**src/common/mem_logger_pkg.sv**
```systemverilog
package mem_logger_pkg;

    // memory geometry.
    localparam int DATA_W    = 32;
    localparam int MEM_DEPTH = 16;
    localparam int MEM_IDX_W = $clog2(MEM_DEPTH);
    localparam int ADDR_W    = MEM_IDX_W + 1;   // the spare bit reaches one word past the end.
    localparam int BE_W      = DATA_W / 8;

    // serial line.
    localparam int BAUD_W     = 16;
    localparam int HEX_DIGITS = DATA_W / 4;
    localparam int MSG_CHARS  = HEX_DIGITS + 2;  // digits, then CR and LF.

    localparam logic [7:0] CHAR_CR = 8'h0D;
    localparam logic [7:0] CHAR_LF = 8'h0A;

    // words that appear on the log.
    localparam logic [DATA_W-1:0] BANNER_WORD  = 32'h3311_2244;
    localparam logic [DATA_W-1:0] STORE_MARK   = 32'h0000_00AA;
    localparam logic [DATA_W-1:0] LOAD_MARK    = 32'h0000_00BB;
    localparam logic [DATA_W-1:0] ERR_WORD     = 32'hEEEE_EEEE;
    localparam logic [DATA_W-1:0] LANE_PATTERN = 32'hA5A5_A5A5;

    localparam logic [BE_W-1:0] BE_ALL = '1;
    localparam logic [BE_W-1:0] BE_TOP = 4'b1000;

    typedef struct packed {
        logic              wr_en;
        logic [ADDR_W-1:0] addr;
        logic [DATA_W-1:0] wdata;
        logic [BE_W-1:0]   be;
    } mem_req_t;

    typedef struct packed {
        logic [DATA_W-1:0] rdata;
        logic              bus_err;
    } mem_rsp_t;

    typedef enum logic [3:0] {
        ST_BANNER,
        ST_STORE,
        ST_LANE,
        ST_STORE_MSG,
        ST_LOAD,
        ST_LOAD_MSG,
        ST_REPORT,
        ST_WAIT_MEM,
        ST_WAIT_LOG
    } seq_state_e;

endpackage

```
**src/memory/sp_bram.sv**
```systemverilog
`timescale 1ns/10ps

module sp_bram (
    input  logic                      clk,
    input  logic                      rst_n,
    input  logic                      enable,
    input  mem_logger_pkg::mem_req_t  req,
    output logic                      ready,
    output mem_logger_pkg::mem_rsp_t  rsp
);
    import mem_logger_pkg::*;

    logic [DATA_W-1:0]    mem [MEM_DEPTH];
    logic [DATA_W-1:0]    rdata_q;
    logic                 bus_err_q;
    logic                 accept;
    logic                 in_range;
    logic [MEM_IDX_W-1:0] idx;

    // a request is taken once, on the first cycle it is seen.
    assign accept   = enable && !ready;
    assign in_range = req.addr < ADDR_W'(MEM_DEPTH);
    assign idx      = req.addr[MEM_IDX_W-1:0];

    assign rsp = '{rdata: rdata_q, bus_err: bus_err_q};

    always_ff @(posedge clk)
    begin
        if (!rst_n)
        begin
            ready     <= 1'b0;
            bus_err_q <= 1'b0;
        end
        else
        begin
            ready <= accept;
            if (accept)
            begin
                bus_err_q <= !in_range;
            end
        end
    end

    always_ff @(posedge clk)
    begin
        if (accept)
        begin
            rdata_q <= in_range ? mem[idx] : '0;
            if (req.wr_en && in_range)
            begin
                for (int i = 0; i < BE_W; i++)
                begin
                    if (req.be[i])
                    begin
                        mem[idx][8*i +: 8] <= req.wdata[8*i +: 8];
                    end
                end
            end
        end
    end

    // ready is a single-cycle strobe even if enable is still high when it is seen.
    assert property (@(posedge clk) disable iff (!rst_n) ready |=> !ready);

endmodule

```
**src/uart/baud_timer.sv**
```systemverilog
`timescale 1ns/10ps

module baud_timer (
    input  logic                              clk,
    input  logic                              rst_n,
    input  logic                              bit_en,
    input  logic [mem_logger_pkg::BAUD_W-1:0] baud_div,
    output logic                              bit_tick
);
    import mem_logger_pkg::*;

    logic [BAUD_W-1:0] count_q;

    always_ff @(posedge clk)
    begin
        if (!rst_n)
        begin
            count_q  <= '0;
            bit_tick <= 1'b0;
        end
        else if (!bit_en)
        begin
            // idle keeps the count loaded, so it starts fresh on the rise of bit_en.
            count_q  <= baud_div - 1'b1;
            bit_tick <= 1'b0;
        end
        else if (count_q == '0)
        begin
            count_q  <= baud_div - 1'b1;
            bit_tick <= 1'b1;
        end
        else
        begin
            count_q  <= count_q - 1'b1;
            bit_tick <= 1'b0;
        end
    end

endmodule

```
**src/uart/uart_hex_logger.sv**
```systemverilog
`timescale 1ns/10ps

module uart_hex_logger (
    input  logic                              clk,
    input  logic                              rst_n,
    input  logic                              trigger,
    input  logic [mem_logger_pkg::DATA_W-1:0] hex_val,
    input  logic [mem_logger_pkg::BAUD_W-1:0] baud_div,
    output logic                              tx,
    output logic                              busy
);
    import mem_logger_pkg::*;

    logic [DATA_W-1:0] word_q;
    logic [3:0]        char_idx;
    logic [3:0]        bit_idx;    // 0 start, 1 to 8 data, 9 stop.
    logic [7:0]        shift_q;
    logic              bit_en;
    logic              bit_tick;

    // ASCII code of character idx of the message for word.
    function automatic logic [7:0] msg_char(input logic [DATA_W-1:0] word,
                                            input logic [3:0]        idx);
        logic [3:0] nib;
        nib = 4'(word >> (4 * (HEX_DIGITS - 1 - idx)));
        case (idx)
            4'd8:    msg_char = CHAR_CR;
            4'd9:    msg_char = CHAR_LF;
            default: msg_char = (nib < 4'd10) ? 8'h30 + {4'h0, nib}   // '0' to '9'.
                                              : 8'h37 + {4'h0, nib};  // 'A' to 'F'.
        endcase
    endfunction

    // the timer runs from the trigger cycle, so the start bit gets its full length.
    assign bit_en = trigger | busy;

    baud_timer i_baud_timer (
        .clk      (clk),
        .rst_n    (rst_n),
        .bit_en   (bit_en),
        .baud_div (baud_div),
        .bit_tick (bit_tick)
    );

    always_ff @(posedge clk)
    begin
        if (!rst_n)
        begin
            tx       <= 1'b1;
            busy     <= 1'b0;
            char_idx <= '0;
            bit_idx  <= '0;
        end
        else if (!busy)
        begin
            if (trigger)
            begin
                busy     <= 1'b1;
                tx       <= 1'b0;
                char_idx <= '0;
                bit_idx  <= '0;
            end
        end
        else if (bit_tick)
        begin
            if (bit_idx < 4'd8)
            begin
                tx      <= shift_q[0];    // data goes out LSB first.
                bit_idx <= bit_idx + 1'b1;
            end
            else if (bit_idx == 4'd8)
            begin
                tx      <= 1'b1;
                bit_idx <= 4'd9;
            end
            else if (char_idx == 4'(MSG_CHARS - 1))
            begin
                busy <= 1'b0;    // stop bit of LF is done.
            end
            else
            begin
                tx       <= 1'b0;
                bit_idx  <= '0;
                char_idx <= char_idx + 1'b1;
            end
        end
    end

    always_ff @(posedge clk)
    begin
        if (!busy && trigger)
        begin
            word_q  <= hex_val;
            shift_q <= msg_char(hex_val, 4'd0);
        end
        else if (busy && bit_tick)
        begin
            if (bit_idx < 4'd8)
            begin
                shift_q <= shift_q >> 1;
            end
            else if (bit_idx == 4'd9)
            begin
                shift_q <= msg_char(word_q, char_idx + 1'b1);
            end
        end
    end

    assert property (@(posedge clk) disable iff (!rst_n) !busy |-> tx);

endmodule

```
**src/verilog/mem_test_sequencer.sv**
```systemverilog
`timescale 1ns/10ps

module mem_test_sequencer (
    input  logic                              clk,
    input  logic                              rst_n,
    output logic                              enable,
    output mem_logger_pkg::mem_req_t          mem_req,
    input  logic                              ready,
    input  mem_logger_pkg::mem_rsp_t          mem_rsp,
    output logic                              trigger,
    output logic [mem_logger_pkg::DATA_W-1:0] hex_val,
    input  logic                              busy
);
    import mem_logger_pkg::*;

    seq_state_e        state;
    seq_state_e        next_q;     // where a wait state returns to.
    logic [DATA_W-1:0] pass_q;
    logic [ADDR_W-1:0] addr_q;
    logic [DATA_W-1:0] rdata_q;
    logic              err_q;

    always_ff @(posedge clk)
    begin
        if (!rst_n)
        begin
            state   <= ST_BANNER;
            next_q  <= ST_BANNER;
            enable  <= 1'b0;
            trigger <= 1'b0;
            pass_q  <= '0;
            addr_q  <= '0;
        end
        else
        begin
            case (state)
                ST_BANNER:
                begin
                    if (!busy)
                    begin
                        hex_val <= BANNER_WORD;
                        trigger <= 1'b1;
                        next_q  <= ST_STORE;
                        state   <= ST_WAIT_LOG;
                    end
                end
                ST_STORE:
                begin
                    mem_req <= '{wr_en: 1'b1, addr: addr_q, wdata: pass_q, be: BE_ALL};
                    enable  <= 1'b1;
                    next_q  <= ST_LANE;
                    state   <= ST_WAIT_MEM;
                end
                ST_LANE:
                begin
                    mem_req <= '{wr_en: 1'b1, addr: addr_q, wdata: LANE_PATTERN, be: BE_TOP};
                    enable  <= 1'b1;
                    next_q  <= ST_STORE_MSG;
                    state   <= ST_WAIT_MEM;
                end
                ST_STORE_MSG:
                begin
                    if (!busy)
                    begin
                        hex_val <= STORE_MARK;
                        trigger <= 1'b1;
                        next_q  <= ST_LOAD;
                        state   <= ST_WAIT_LOG;
                    end
                end
                ST_LOAD:
                begin
                    mem_req <= '{wr_en: 1'b0, addr: addr_q, wdata: '0, be: BE_ALL};
                    enable  <= 1'b1;
                    next_q  <= ST_LOAD_MSG;
                    state   <= ST_WAIT_MEM;
                end
                ST_LOAD_MSG:
                begin
                    if (!busy)
                    begin
                        hex_val <= LOAD_MARK;
                        trigger <= 1'b1;
                        next_q  <= ST_REPORT;
                        state   <= ST_WAIT_LOG;
                    end
                end
                ST_REPORT:
                begin
                    if (!busy)
                    begin
                        hex_val <= err_q ? ERR_WORD : rdata_q;
                        trigger <= 1'b1;
                        pass_q  <= pass_q + 1'b1;
                        // the walk covers one address past the end, then wraps.
                        addr_q  <= (addr_q == ADDR_W'(MEM_DEPTH)) ? '0 : addr_q + 1'b1;
                        next_q  <= ST_STORE;
                        state   <= ST_WAIT_LOG;
                    end
                end
                ST_WAIT_MEM:
                begin
                    if (ready)
                    begin
                        enable  <= 1'b0;
                        rdata_q <= mem_rsp.rdata;    // the last one kept is the load's.
                        err_q   <= mem_rsp.bus_err;
                        state   <= next_q;
                    end
                end
                ST_WAIT_LOG:
                begin
                    trigger <= 1'b0;
                    // busy only rises the cycle after the trigger pulse.
                    if (!trigger && !busy)
                    begin
                        state <= next_q;
                    end
                end
                default:
                begin
                    state <= ST_BANNER;
                end
            endcase
        end
    end

    assert property (@(posedge clk) disable iff (!rst_n) $fell(enable) |-> $past(ready));
    assert property (@(posedge clk) disable iff (!rst_n) $rose(trigger) |-> !busy);

endmodule

```
**src/verilog/mem_logger_top.sv**
```systemverilog
`timescale 1ns/10ps

module mem_logger_top (
    input  logic                              clk,
    input  logic                              rst_n,
    input  logic [mem_logger_pkg::BAUD_W-1:0] baud_div,
    output logic                              tx
);
    import mem_logger_pkg::*;

    logic              enable;
    logic              ready;
    mem_req_t          mem_req;
    mem_rsp_t          mem_rsp;
    logic              trigger;
    logic              busy;
    logic [DATA_W-1:0] hex_val;

    mem_test_sequencer i_sequencer (
        .clk     (clk),
        .rst_n   (rst_n),
        .enable  (enable),
        .mem_req (mem_req),
        .ready   (ready),
        .mem_rsp (mem_rsp),
        .trigger (trigger),
        .hex_val (hex_val),
        .busy    (busy)
    );

    sp_bram i_sp_bram (
        .clk    (clk),
        .rst_n  (rst_n),
        .enable (enable),
        .req    (mem_req),
        .ready  (ready),
        .rsp    (mem_rsp)
    );

    uart_hex_logger i_hex_logger (
        .clk      (clk),
        .rst_n    (rst_n),
        .trigger  (trigger),
        .hex_val  (hex_val),
        .baud_div (baud_div),
        .tx       (tx),
        .busy     (busy)
    );

endmodule

```
**config.mk**
```make
export PLATFORM = sky130hd
export DESIGN_NAME = mem_logger_top
export DESIGN_NICKNAME = d
export VERILOG_FILES = /design/src/common/mem_logger_pkg.sv /design/src/memory/sp_bram.sv /design/src/uart/baud_timer.sv /design/src/uart/uart_hex_logger.sv /design/src/verilog/mem_test_sequencer.sv /design/src/verilog/mem_logger_top.sv
export SDC_FILE = /design/constraint.sdc
export NUM_CORES = 1
export LEC_CHECK = 0
export ABC_AREA = 0
export BUFFER_PORTS_ARGS = -buffer_cell sky130_fd_sc_hd__buf_4
export CAP_MARGIN = 20
export CORE_MARGIN = 2
export CORE_UTILIZATION = 55
export CTS_BUF_LIST = sky130_fd_sc_hd__clkbuf_8
export CTS_CLUSTER_DIAMETER = 40
export CTS_CLUSTER_SIZE = 40
export DETAILED_ROUTE_END_ITERATION = 8
export PLACE_DENSITY = 0.71
export SLEW_MARGIN = 30
export SYNTH_ARGS = -nofsm -noshare
export SYNTH_HDL_FRONTEND = slang
export SYNTH_SLANG_ARGS = --single-unit
```
**constraint.sdc**
```tcl
create_clock -name clk -period 5.7 [get_ports clk]
set_clock_uncertainty 0.2 [all_clocks]
set_input_delay 0.285 -clock clk [delete_from_list [all_inputs] [get_ports clk]]
set_output_delay 0.285 -clock clk [all_outputs]
set_load 0.02 [all_outputs]
```
Word level (Yosys, flattened, before mapping):

Memories as Yosys holds them, arrays and structs flattened. A register that Yosys moved wholly into a read port is not among the register bits.
Cells that the tools add are included.

* logic and storage cells: 173
* RAM bits: 512
* register bits after elaboration: 223
* memories: 1
* input bits: 18

* shifts and indexed selects: 1
* add/sub/neg operators: 11
* magnitude comparators: 4
* mux-type cells: 69
* reduce and logical (&&, ||, !) cells: 35
* bitwise operators: 2
* equal/unequal tests: 27

Memories
* i_sp_bram.mem: words 16, bits a word 32, read ports 1, clocked after memory_dff 1, wr ports 1, line sp_bram.sv:13 `logic [DATA_W-1:0] mem [MEM_DEPTH];`

Operator list (number)
* 2-to-1 mux 32 bit: 5
* one-hot mux 32 bit (4 select lines): 1
* one-hot mux 42 bit (3 select lines): 1
* 2-to-1 mux 4 bit: 17
* 2-to-1 mux 8 bit: 6
* adder 32 x 1 -> 32 bit, second input constant: 1
* 2-to-1 mux 16 bit: 2
* >> shifter 32 x 32 -> 4 bit: 1
* subtractor 16 x 1 -> 16 bit, second input constant: 2
* 2-to-1 mux 1 bit: 31
* adder 6 x 4 -> 7 bit, first input constant: 4
* == test 4 bit, second input constant: 6
* one-hot mux 4 bit (6 select lines): 1
* inequality test 2 bit, second input constant: 10
* == test 4 x 3 -> 1 bit, second input constant: 4
* zero test 16 bit: 1
* one-hot mux 4 bit (4 select lines): 1
* one-hot mux 8 bit (2 select lines): 1
* less-than comparator 4 bit, second input constant: 3
* AND reduction 2 bit: 6
* AND reduction 3 bit: 3
* adder 4 x 1 -> 4 bit, second input constant: 2
* == test 4 x 2 -> 1 bit, second input constant: 2
* nonzero test 2 bit: 4
* 23 further kinds: 34

Depth between registers and ports, before layout:

Gate-level depths: netlist of run 1.

* word-level depth: 10
* mapped depth: 14
* mapped depth without buffers: 11

By module:

Synthesis of run 1 repeated with hierarchy kept, for this count alone.

* cell total of the unflattened synthesis: 1900
* area, all modules: 30770.8 µm²

By module, submodules not included
* sp_bram: cells an instance 1029, area an instance 20975.1 µm², instances 1
* mem_test_sequencer: cells an instance 517, area an instance 6125.9 µm², instances 1
* uart_hex_logger: cells an instance 221, area an instance 2547.4 µm², instances 1
* baud_timer: cells an instance 133, area an instance 1122.3 µm², instances 1

Least setup slack after synthesis of run 1:

No wires, ideal clock.

* path kind: reg2reg
* start: register i_hex_logger.busy
* end: register i_sequencer.hex_val[0] (netlist name) (enable)
* data arrival time: 3.857 ns
* path buffers: 2
* stages on the path, launching flop included: 4
* slack: 1.142 ns
* required time: 4.998 ns
* cell sequence: dfxtp_1 -> clkbuf_1 -> clkbuf_1 -> nor4_1

* cells in the longest elaborated chain, start to end: 2

RTL lines
* start, declared: line uart_hex_logger.sv:10 `output logic busy`
* start signal, assigned: line uart_hex_logger.sv:50 `busy <= 1'b0;`
* start signal, assigned: line uart_hex_logger.sv:58 `busy <= 1'b1;`
* start signal, assigned: line uart_hex_logger.sv:78 `busy <= 1'b0;`
* inequality test 2 bit (no source line)
* AND reduction 6 bit (no source line) *
* end signal, assigned: line mem_test_sequencer.sv:92 `hex_val <= err_q ? ERR_WORD : rdata_q;`
* end, declared: line mem_test_sequencer.sv:11 `output logic [mem_logger_pkg::DATA_W-1:0] hex_val,`

Mark *: on every way between the ends. The rest lies on a longest branch, timed or not.
A chain may end at the register's enable or synchronous reset.

Final worst setup path of run 1:

* start: register i_hex_logger.char_idx[0]
* end: register i_hex_logger.shift_q[2], data pin

* cells in the longest elaborated chain, start to end: 10

RTL lines
* start, declared: line uart_hex_logger.sv:15 `logic [3:0] char_idx;`
* start signal, assigned: line uart_hex_logger.sv:84 `char_idx <= char_idx + 1'b1;`
* adder 4 x 1 -> 4 bit *: line uart_hex_logger.sv:104 `shift_q <= msg_char(word_q, char_idx + 1'b1);`
* subtractor 3 x 4 -> 5 bit: line uart_hex_logger.sv:25 `nib = 4'(word >> (4 * (HEX_DIGITS - 1 - idx)));`
* >> shifter 32 x 32 -> 4 bit: line uart_hex_logger.sv:25
* adder 6 x 4 -> 7 bit, or another cell as far along: line uart_hex_logger.sv:30 `: 8'h37 + {4'h0, nib};`
* 2-to-1 mux 8 bit: line uart_hex_logger.sv:29 `default: msg_char = (nib < 4'd10) ? 8'h30 + {4'h0, nib}`
* one-hot mux 8 bit (2 select lines) *: line uart_hex_logger.sv:26 `case (idx)`
* 2-to-1 mux 8 bit *: line uart_hex_logger.sv:102 `else if (bit_idx == 4'd9)`
* 2-to-1 mux 8 bit *: line uart_hex_logger.sv:98 `if (bit_idx < 4'd8)`
* 2-to-1 mux 8 bit *: line uart_hex_logger.sv:96 `else if (busy && bit_tick)`
* 2-to-1 mux 8 bit *: line uart_hex_logger.sv:91 `if (!busy && trigger)`
* end signal, assigned: line uart_hex_logger.sv:94 `shift_q <= msg_char(hex_val, 4'd0);`
* end signal, assigned: line uart_hex_logger.sv:100 `shift_q <= shift_q >> 1;`
* end signal, assigned: line uart_hex_logger.sv:104
* end, declared: line uart_hex_logger.sv:17 `logic [7:0] shift_q;`

Mark *: on every way between the ends. The rest lies on a longest branch, timed or not. The select of a mux whose other input is x is not followed.

==> impl_metrics.ini, run 1 <==
[status]
outcome = finished, final reports clean

[sta]
min_period_ns = 3.87
tightestPinTransition_ns = 0.908
hold_violations = 0
post-route-period-util_pct = 68.0
setup_tns_ns = 0
slew_violations = 0
fmax_ghz = 0.258
slew_headroom_pct = 39.0
setup_viol = 0
rsz0062_at_grt = no

[critical_path]
end_kind = flop
reg2regPathDepth = 10
reg2reg_slack_ns = 1.83
required_ns = 5.94
path_class = flop to flop
critical_path_peak_fanout = 25
r2r_end = i_hex_logger.shift_q[2]
critPathLaunchType = flop
cp.arrival_ns = 4.11
r2r-start = i_hex_logger.char_idx[0]

[die]
initial_core_util_pct = 55.9
die_width_um = 238
row_count = 85
coreArea_mm2 = 0.0540
fp.dieArea_mm2 = 0.0568
ios = 19
die_height_um = 238

[drt]
firstDrtPassIters = 6
drc_errors = 0
vias = 15400
wirelength_mm = 60.7
via_per_inst = 5.97
dr.max_layer_used = met4
drt_iter0_drc = 1449
wire_per_inst_um = 23.6
ant_nets = 0
route.met3.wl_mm = 3.85
wl_met1_mm = 25.2
route.met2.wl_mm = 30.7

[cells_and_area]
syn2layout_area_growth_pct = 12.2
num-fill-cells = 3674
utilization_pct = 62.8
nets = 1828
stdcell_area_mm2 = 0.0339
multi_input_area_mm2 = 0.00775
stdcell_count = 2573
register_area_mm2 = 0.0221
drive_above_1_share_pct = 22.7

[hold_path]
hold_class = flop to flop
hold_end = i_hex_logger.word_q[19]
hold_path_depth = 0
hold_start = i_sequencer.hex_val[19]

[synthesis]
synth-seq-area-share_pct = 73.2
synth_cell_types = 68
async_flop_share_pct = 0
synth_warnings = 0
yosysTopAreaCell = edfxtp_1
syn-num-nets = 1720
ys_ff_latch = 762
avgSynthCellArea_um2 = 17.9
synth_common_cells = edfxtp_1 (687), mux4_2 (162), nand2_1 (117)
synth-edff-count = 687
ys_top_cells_by_area = edfxtp_1 (68%), mux4_2 (12%), dfxtp_1 (5.0%), nand2_1 (1.5%), nor2_1 (1.2%)
synth.top_cell.area_share_pct = 68.3
synthCells = 1687
syn_area_mm2 = 0.0302
synth_flop_cell = edfxtp_1
synth_most_common_cell = edfxtp_1

[flow_run]
cap_violations = 0

[clock_tree]
cts_buffers = 94
cts_tree = yes
clkTransAtPathRegs_ns = 0.11
cts.sinks = 762
insertion_delay_ns = 0.70
h-tree-depth = 3
clock_path_buffers = 3
cts-root-buf = clkbuf_8

[placed_design]
dpl.cell_count = 2356
routabilityCongestion = 0.820
placed_area_mm2 = 0.0313
io_buffers = 18
dp_hpwl_mm = 34.1

[global_route]
grt_max_degree = 68
grt_pass1_vias = 15600
grt.total_usage_pct = 22.0
grt_overflow_total = 0
grt_pass1_wl_mm = 92.9
antenna_found_initial = 1

[power]
leakage_nw = 11.2
irDropWorstVdd_v = 0.000212
power.density_mw_per_mm2 = 413
[worst max-delay path by stage]
| stage | startpoint | end | slack (ns) | cells past startpoint |
|---|---|---|---|---|
| floorplan | i_hex_logger.busy | i_sequencer.hex_val[0] | 1.14 | 3 |
| global placement | i_hex_logger.char_idx[0] | i_hex_logger.shift_q[2] | 2.02 | 10 |
| detailed placement | i_hex_logger.char_idx[0] | i_hex_logger.shift_q[2] | 1.86 | 10 |
| CTS | i_hex_logger.char_idx[0] | i_hex_logger.shift_q[2] | 1.87 | 10 |
| global route | i_hex_logger.char_idx[0] | i_hex_logger.shift_q[2] | 1.57 | 10 |
| finish | i_hex_logger.char_idx[0] | i_hex_logger.shift_q[2] | 1.83 | 10 |
[sequential cells by signal, summed over array words and instances, names as in the netlist, 3 cells and up]
register and count:
i_hex_logger.char_idx 4, i_sequencer.addr_q 5, i_hex_logger.shift_q 7, i_sequencer.hex_val 32
i_sequencer.rdata_q 32, i_sequencer.state 4, i_sp_bram.mem 512, i_sequencer.mem_req 39
i_sp_bram.rdata_q 32, i_hex_logger.bit_idx 4, i_sequencer.next_q 3, i_hex_logger.i_baud_timer.count_q 16
i_hex_logger.word_q 32, i_sequencer.pass_q 32
[cell type report]
class	count	share of cell area, %
clock inverter	82	2.77
timing repair buffer	90	2.33
clock buffer	95	3.86
tap	696	2.57
antenna	1	0.00738
multi-input combinational	818	22.9
inverter	29	0.321
sequential	762	65.3
[kinds of logic (layout without fill, tap and decap cells)]
logic type	after synthesis	count (layout)	share of synthesized area [%]
muxes	180	180	12.7
buffers and inverters	107	296	1.44
AOI/OAI and AO/OA	123	123	2.81
and+or+nand+nor	439	439	7.30
xor gates and xnor gates	61	61	1.85
DFF	762	762	73.2
other	0	1	0
adders and majority gates	15	15	0.621
[placed cells by master (no fill, tap or decap), types with 32 or more instances in the layout]
cell,count
and2_1,51
buf_4,49
clkbuf_8,95
dfxtp_1,75
dlygate4sd3_1,39
edfxtp_1,687
mux4_2,162
nand2_1,116
nand3_1,34
nor2_1,77
nor2b_1,40
o21ai_0,32
[repair_timing]
action | CTS | global route
hold buffers | 39 | 0
gates resized for setup | 0 | 0
setup buffers | 0 | 0
hold endpoints to repair | 68 | 0
[power breakdown]
group	internal, mW	leakage, nW	switching, mW
Sequential	6.92	6.84	0.436
Clock	2.06	1.13	2.35
Combinational	0.986	3.21	1.26
Total	9.97	11.2	4.05
[metrics by stage]
step	total power [mW]	setup WS, ns	hold WS [ns]
after floorplan	8.93	1.14	0.200
after global placement	9.60	2.02	0.201
after detailed placement	9.68	1.86	0.205
after CTS	14.1	1.87	0.213
after global routing	14.6	1.57	0.222
final	14.0	1.83	0.207
[worst max-delay path: stages, from the launching register on]
cell and delay (ns):
dfxtp_1 0.73, inv_1 0.26, ha_1 0.89, mux4_2 0.40, mux2_2 0.27, nand2_1 0.10, ha_1 0.15, inv_1 0.05
nor3_1 0.28, o32ai_1 0.12, o21bai_1 0.16
[layer usage]
| metal | global-route usage, % | vias up |
|---|---|---|
| li1 | - | 6849 |
| met1 | 30.2 | 7912 |
| met2 | 36.6 | 512 |
| met3 | 3.70 | 91 |
| met4 | 6.55 | 0 |
| met5 | 0 | - |
Note: power is estimated with default switching activity, not from simulation.
==> inputs of run 2 (changes only) <==
--- a/config.mk
+++ b/config.mk
@@ -14,7 +14,7 @@
 export CTS_CLUSTER_DIAMETER = 40
 export CTS_CLUSTER_SIZE = 40
 export DETAILED_ROUTE_END_ITERATION = 8
-export PLACE_DENSITY = 0.71
+export PLACE_DENSITY = 0.73
 export SLEW_MARGIN = 30
 export SYNTH_ARGS = -nofsm -noshare
 export SYNTH_HDL_FRONTEND = slang
==> constraint.sdc (replaced) <==
create_clock -name clk -period 3.4 [get_ports clk]
set_clock_uncertainty 0.2 [all_clocks]
set_input_delay 0.17 -clock clk [delete_from_list [all_inputs] [get_ports clk]]
set_output_delay 0.17 -clock clk [all_outputs]
set_load 0.02 [all_outputs]
==> run 2 against run 1 <==
- worst hold slack improved by 0.0054 ns
- clock power rose by 67%
- flip-flop and latch count did not move
- global-route usage rose by 1.5 points
- combinational power rose by 82%
- via count rose by 3.0%
- register-to-register slack got worse by 1.8 ns
- sequential share of layout area fell by 1.3 points
- die area did not move
- routed wire length rose by 6.5%
- first-iteration DRC count rose by 18%
- critical path type unchanged
- largest power group unchanged
- highest routed layer unchanged
==> impl_metrics.ini, run 2 (synthesized netlist as in run 1, its figures left out) <==
[cells_and_area]
drive_above_1_share_pct = 23.9
most-common-layout-cells = edfxtp_1 (687), mux4_2 (162), nand2_1 (117), clkbuf_8 (95), nor2_1 (77)
nets = 1875
utilization_pct = 64.0
top_register = i_sp_bram.mem
largest_register_ffs = 512
layout_commonest_cell = edfxtp_1
reg_top3 = i_sp_bram.mem: 512 flops, i_sequencer.mem_req: 39 flops
syn2layout_area_growth_pct = 14.5

[sta]
tightestPinTransition_ns = 0.905
fmax_ghz = 0.296
slew_violations = 0
post-route-period-util_pct = 99.4
setup_viol = 0
setup_tns_ns = 0
slew_headroom_pct = 39.3
hold_violations = 0
min_period_ns = 3.38

[drt]
wirelength_mm = 64.6
drt_iter0_drc = 1716
via_per_inst = 6.05
vias = 15800
drc_errors = 0
ant_nets = 0
firstDrtPassIters = 5
wire_per_inst_um = 24.7

[global_route]
grt_pass1_vias = 16000
antenna_found_initial = 2
grt_max_degree = 57
grt_pass1_wl_mm = 97.9
grt_overflow_total = 0
grt.total_usage_pct = 23.4

[critical_path]
critical_path_peak_fanout = 20
slowest_delay_ns = 0.67
slowest_stage = or4_1
crit_chain = or4_1, nor4_2, nand4b_1, a21boi_2, buf_4, o211a_1, dlygate4sd3_1
cp.arrival_ns = 3.76
end_kind = flop
required_ns = 3.78
path_class = flop to flop
worst_path_dominant_cell_family = simple AND/OR/NAND/NOR gates
critPathLaunchType = flop
crit_buf_inv = 2

[die]
fp.dieArea_mm2 = 0.0568
row_count = 85
ios = 19
die_height_um = 238
coreArea_mm2 = 0.0540
initial_core_util_pct = 55.9
die_width_um = 238

[clock_tree]
cts_buffers = 91
cts.sinks = 762
clkTransAtPathRegs_ns = 0.09
insertion_delay_ns = 0.70
h-tree-depth = 3
cts-root-buf = clkbuf_8
clock_path_buffers = 3
cts_tree = yes

[placed_design]
routabilityCongestion = 0.839
dp_hpwl_mm = 36.8
io_buffers = 18

[flow_run]
cap_violations = 0

[power]
leakage_nw = 11.5
power.density_mw_per_mm2 = 688
irDropWorstVdd_v = 0.000423

[status]
outcome = finished, final reports clean

[hold_path]
hold_class = flop to flop
==> run 2: changes by cell type in the layout (fill, tap and decap cells not counted), moves of 6 or more <==
cell	change
dlygate4sd3_1	+6
clkinv_4	+7
inv_6	-6
buf_12	+25
inv_8	-12
buf_4	+19
==> run 2: final timing paths <==
path,start,endpoint,slack [ns],cells after the start
max,i_hex_logger.i_baud_timer.count_q[10],i_hex_logger.i_baud_timer.count_q[3],0.02,7
min,i_sequencer.hex_val[0],i_hex_logger.word_q[0],0.21,0
max reg2reg,i_hex_logger.i_baud_timer.count_q[10],i_hex_logger.i_baud_timer.count_q[3],0.02,7
min reg2reg,i_sequencer.hex_val[0],i_hex_logger.word_q[0],0.21,0
==> run 2: stage by stage <==
stage	instance area [um2]	instances	hold WS [ns]	setup slack (ns)	power (mW)
2_1_floorplan	30300	1687	0.190	0.0174	15.0
3_3_place_gp	31900	2399	0.204	0.341	16.3
3_5_place_dp	31900	2399	0.205	0.160	16.4
4_1_cts	34500	2615	0.208	0.136	23.9
5_1_grt	34600	2617	0.220	-0.0450	24.7
6_report	34600	2618	0.213	0.0218	23.8
==> run 2: per-layer routing <==
| layer | global-route usage (%) | part of all wire [%] | vias up |
|---|---|---|---|
| met5 | 0 | 0 | - |
| met4 | 7.63 | 3.0 | 0 |
| met3 | 4.13 | 6.5 | 135 |
| met2 | 39.3 | 50 | 590 |
| met1 | 31.6 | 40 | 8164 |
| li1 | - | - | 6940 |
==> run 2: worst reg2reg max path: stages, from the launching register on <==
cell and delay, ns:
dfxtp_1 0.34, or4_1 0.67, nor4_2 0.40, nand4b_1 0.24, a21boi_2 0.35, buf_4 0.28, o211a_1 0.23, dlygate4sd3_1 0.56
==> run 2: area by class of cell <==
| type | count | area, um2 |
|---|---|---|
| clock inverter | 76 | 910 |
| antenna | 2 | 5.00 |
| fill | 3606 | 19400 |
| clock buffer | 95 | 1310 |
| inverter | 29 | 109 |
| sequential | 762 | 22100 |
| tap | 696 | 871 |
| multi-input combinational | 818 | 7760 |
| timing repair buffer | 140 | 1500 |
==> run 2: report_power, final <==
part           leakage (nW)  switching [mW]  internal, mW  total (mW)
Sequential             6.84           0.725          11.6        12.3
Clock                  1.09            3.76          3.64        7.40
Combinational          3.53            2.22          1.84        4.07
==> run 2: repair_timing <==
| action | in CTS | in global routing |
|---|---|---|
| setup buffers | 0 | 0 |
| endpoints found under the setup margin | 0 | 7 |
| gates resized for setup | 0 | 3 |
| hold endpoints to repair | 74 | 0 |
| hold buffers | 45 | 0 |
==> inputs of run 3 (changes only) <==
--- a/config.mk
+++ b/config.mk
@@ -14,7 +14,7 @@
 export CTS_CLUSTER_DIAMETER = 40
 export CTS_CLUSTER_SIZE = 40
 export DETAILED_ROUTE_END_ITERATION = 8
-export PLACE_DENSITY = 0.73
+export PLACE_DENSITY = 0.71
 export SLEW_MARGIN = 30
 export SYNTH_ARGS = -nofsm -noshare
 export SYNTH_HDL_FRONTEND = slang
==> constraint.sdc (replaced) <==
create_clock -name clk -period 3.51 [get_ports clk]
set_clock_uncertainty 0.2 [all_clocks]
set_input_delay 0.1755 -clock clk [delete_from_list [all_inputs] [get_ports clk]]
set_output_delay 0.1755 -clock clk [all_outputs]
set_load 0.02 [all_outputs]
==> run 3 against run 2 <==
- power shrank 5.2%
- combinational power down 6.1%
- utilization decreased by 0.53 points
- cell area down 0.83%
- critical path depth increased by 3
- largest power group unchanged
- worst hold slack gained 0.0043 ns
- first-iteration DRC count down 19%
- highest routed layer unchanged
- sequential power is 3% lower
- clock-buffer cell count grew 2
==> impl_metrics.ini, run 3 (synthesized netlist as in run 1, its figures left out) <==
[status]
outcome = finished, final reports clean

[global_route]
grt_pass1_vias = 16100
grt.total_usage_pct = 23.1
grt_max_degree = 88
antenna_found_initial = 0
grt_overflow_total = 0
grt_pass1_wl_mm = 96.5

[hold_path]
hold_class = flop to flop

[sta]
tightestPinTransition_ns = 0.822
rsz0062_at_grt = no
hold_violations = 0
slew_violations = 0
fmax_ghz = 0.314
setup_tns_ns = 0
slew_headroom_pct = 45.1
post-route-period-util_pct = 90.8
setup_viol = 0
min_period_ns = 3.19

[cells_and_area]
drive_above_1_share_pct = 23.5
top_register = i_sp_bram.mem
most-common-layout-cells = edfxtp_1 (687), mux4_2 (162), nand2_1 (117), clkbuf_8 (97), nor2_1 (77)
layout_commonest_cell = edfxtp_1
num-fill-cells = 3692
reg_top3 = i_sp_bram.mem: 512 flops, i_sequencer.mem_req: 39 flops
syn2layout_area_growth_pct = 13.5
nets = 1875
largest_register_ffs = 512
utilization_pct = 63.5
stdcell_area_mm2 = 0.0343
num_antenna_cells = 0
stdcell_count = 2620

[drt]
via_per_inst = 5.96
wirelength_mm = 63.1
ant_nets = 0
vias = 15600
firstDrtPassIters = 5
drt_iter0_drc = 1394
wire_per_inst_um = 24.1
drc_errors = 0

[die]
ios = 19
fp.dieArea_mm2 = 0.0568
row_count = 85
coreArea_mm2 = 0.0540
initial_core_util_pct = 55.9
die_width_um = 238
die_height_um = 238

[power]
power.density_mw_per_mm2 = 657
totalPowerFinal_mw = 22.5
leakage_nw = 11.4
irDropWorstVdd_v = 0.000287

[placed_design]
dpl.cell_count = 2396
placed_area_mm2 = 0.0317
io_buffers = 18
dp_hpwl_mm = 35.6
routabilityCongestion = 0.849

[clock_tree]
h-tree-depth = 3
clkTransAtPathRegs_ns = 0.08
cts_buffers = 94
cts.sinks = 762
cts_tree = yes
cts-root-buf = clkbuf_8
insertion_delay_ns = 0.70
clock_path_buffers = 3

[critical_path]
r2r_end = i_hex_logger.i_baud_timer.count_q[6]
required_ns = 3.89
cp-endpoint = i_hex_logger.i_baud_timer.count_q[15]
critPathLaunchType = input port
reg2regPathDepth = 7
reg2reg_slack_ns = 0.34
path_class = input port to flop
cp.arrival_ns = 3.57
r2r-start = i_hex_logger.i_baud_timer.count_q[10]
startpoint = baud_div[5]
end_kind = flop
critical_path_peak_fanout = 4

[flow_run]
cap_violations = 0
[run 3: final cells by class]
class	instances	area (um2)	area share, %
timing repair buffer	137	1350	3.94
inverter	29	109	0.317
multi-input combinational	818	7750	22.6
tap	696	871	2.54
sequential	762	22100	64.5
clock inverter	81	756	2.20
clock buffer	97	1340	3.89
[run 3: where the power goes]
| part | internal, mW | switching (mW) |
|---|---|---|
| logic | 1.72 | 2.11 |
| clock network | 3.24 | 3.54 |
| registers | 11.2 | 0.696 |
[run 3: repair_timing]
| action | in CTS | in global routing |
|---|---|---|
| hold endpoints to repair | 52 | 0 |
| buffers inserted | 0 | 0 |
| hold buffers | 46 | 0 |
| resized for setup | 0 | 0 |
[run 3: per-stage QoR]
step	hold WS (ns)	setup WS, ns
5_1_grt	0.225	0.124
6_report	0.217	0.323
3_5_place_dp	0.205	0.534
3_3_place_gp	0.201	0.584
2_1_floorplan	0.196	0.127
4_1_cts	0.218	0.222
[run 3: worst min-delay path by stage]
stage,startpoint,end,slack [ns],cells past startpoint
2_1_floorplan,baud_div[0],i_hex_logger.i_baud_timer.count_q[0],0.20,2
3_3_place_gp,i_sp_bram.rdata_q[31],i_sequencer.rdata_q[31],0.20,0
3_5_place_dp,i_sequencer.hex_val[11],i_hex_logger.word_q[11],0.20,0
4_1_cts,i_sp_bram.rdata_q[31],i_sequencer.rdata_q[31],0.22,0
5_1_grt,i_sp_bram.rdata_q[31],i_sequencer.rdata_q[31],0.23,0
6_report,i_sp_bram.rdata_q[31],i_sequencer.rdata_q[31],0.22,0
[run 3: layer usage]
metal / vias to the layer above / routed length (um) / GRT usage [%]
met4: 0 / 1610 / 8.48
met1: 8017 / 25200 / 30.6
met3: 103 / 4120 / 4.13
met2: 567 / 32100 / 38.6
met5: - / 0 / 0
li1: 6938 / - / -
[run 3: critical path, stage by stage]
cell,delay [ns]
dlygate4sd3_1,0.55
buf_4,0.15
nor4_1,0.38
nor4b_2,0.53
nand2_1,0.17
nor3_1,0.20
xor2_1,0.11
dlygate4sd3_1,0.57
o211a_1,0.20
dlygate4sd3_1,0.55
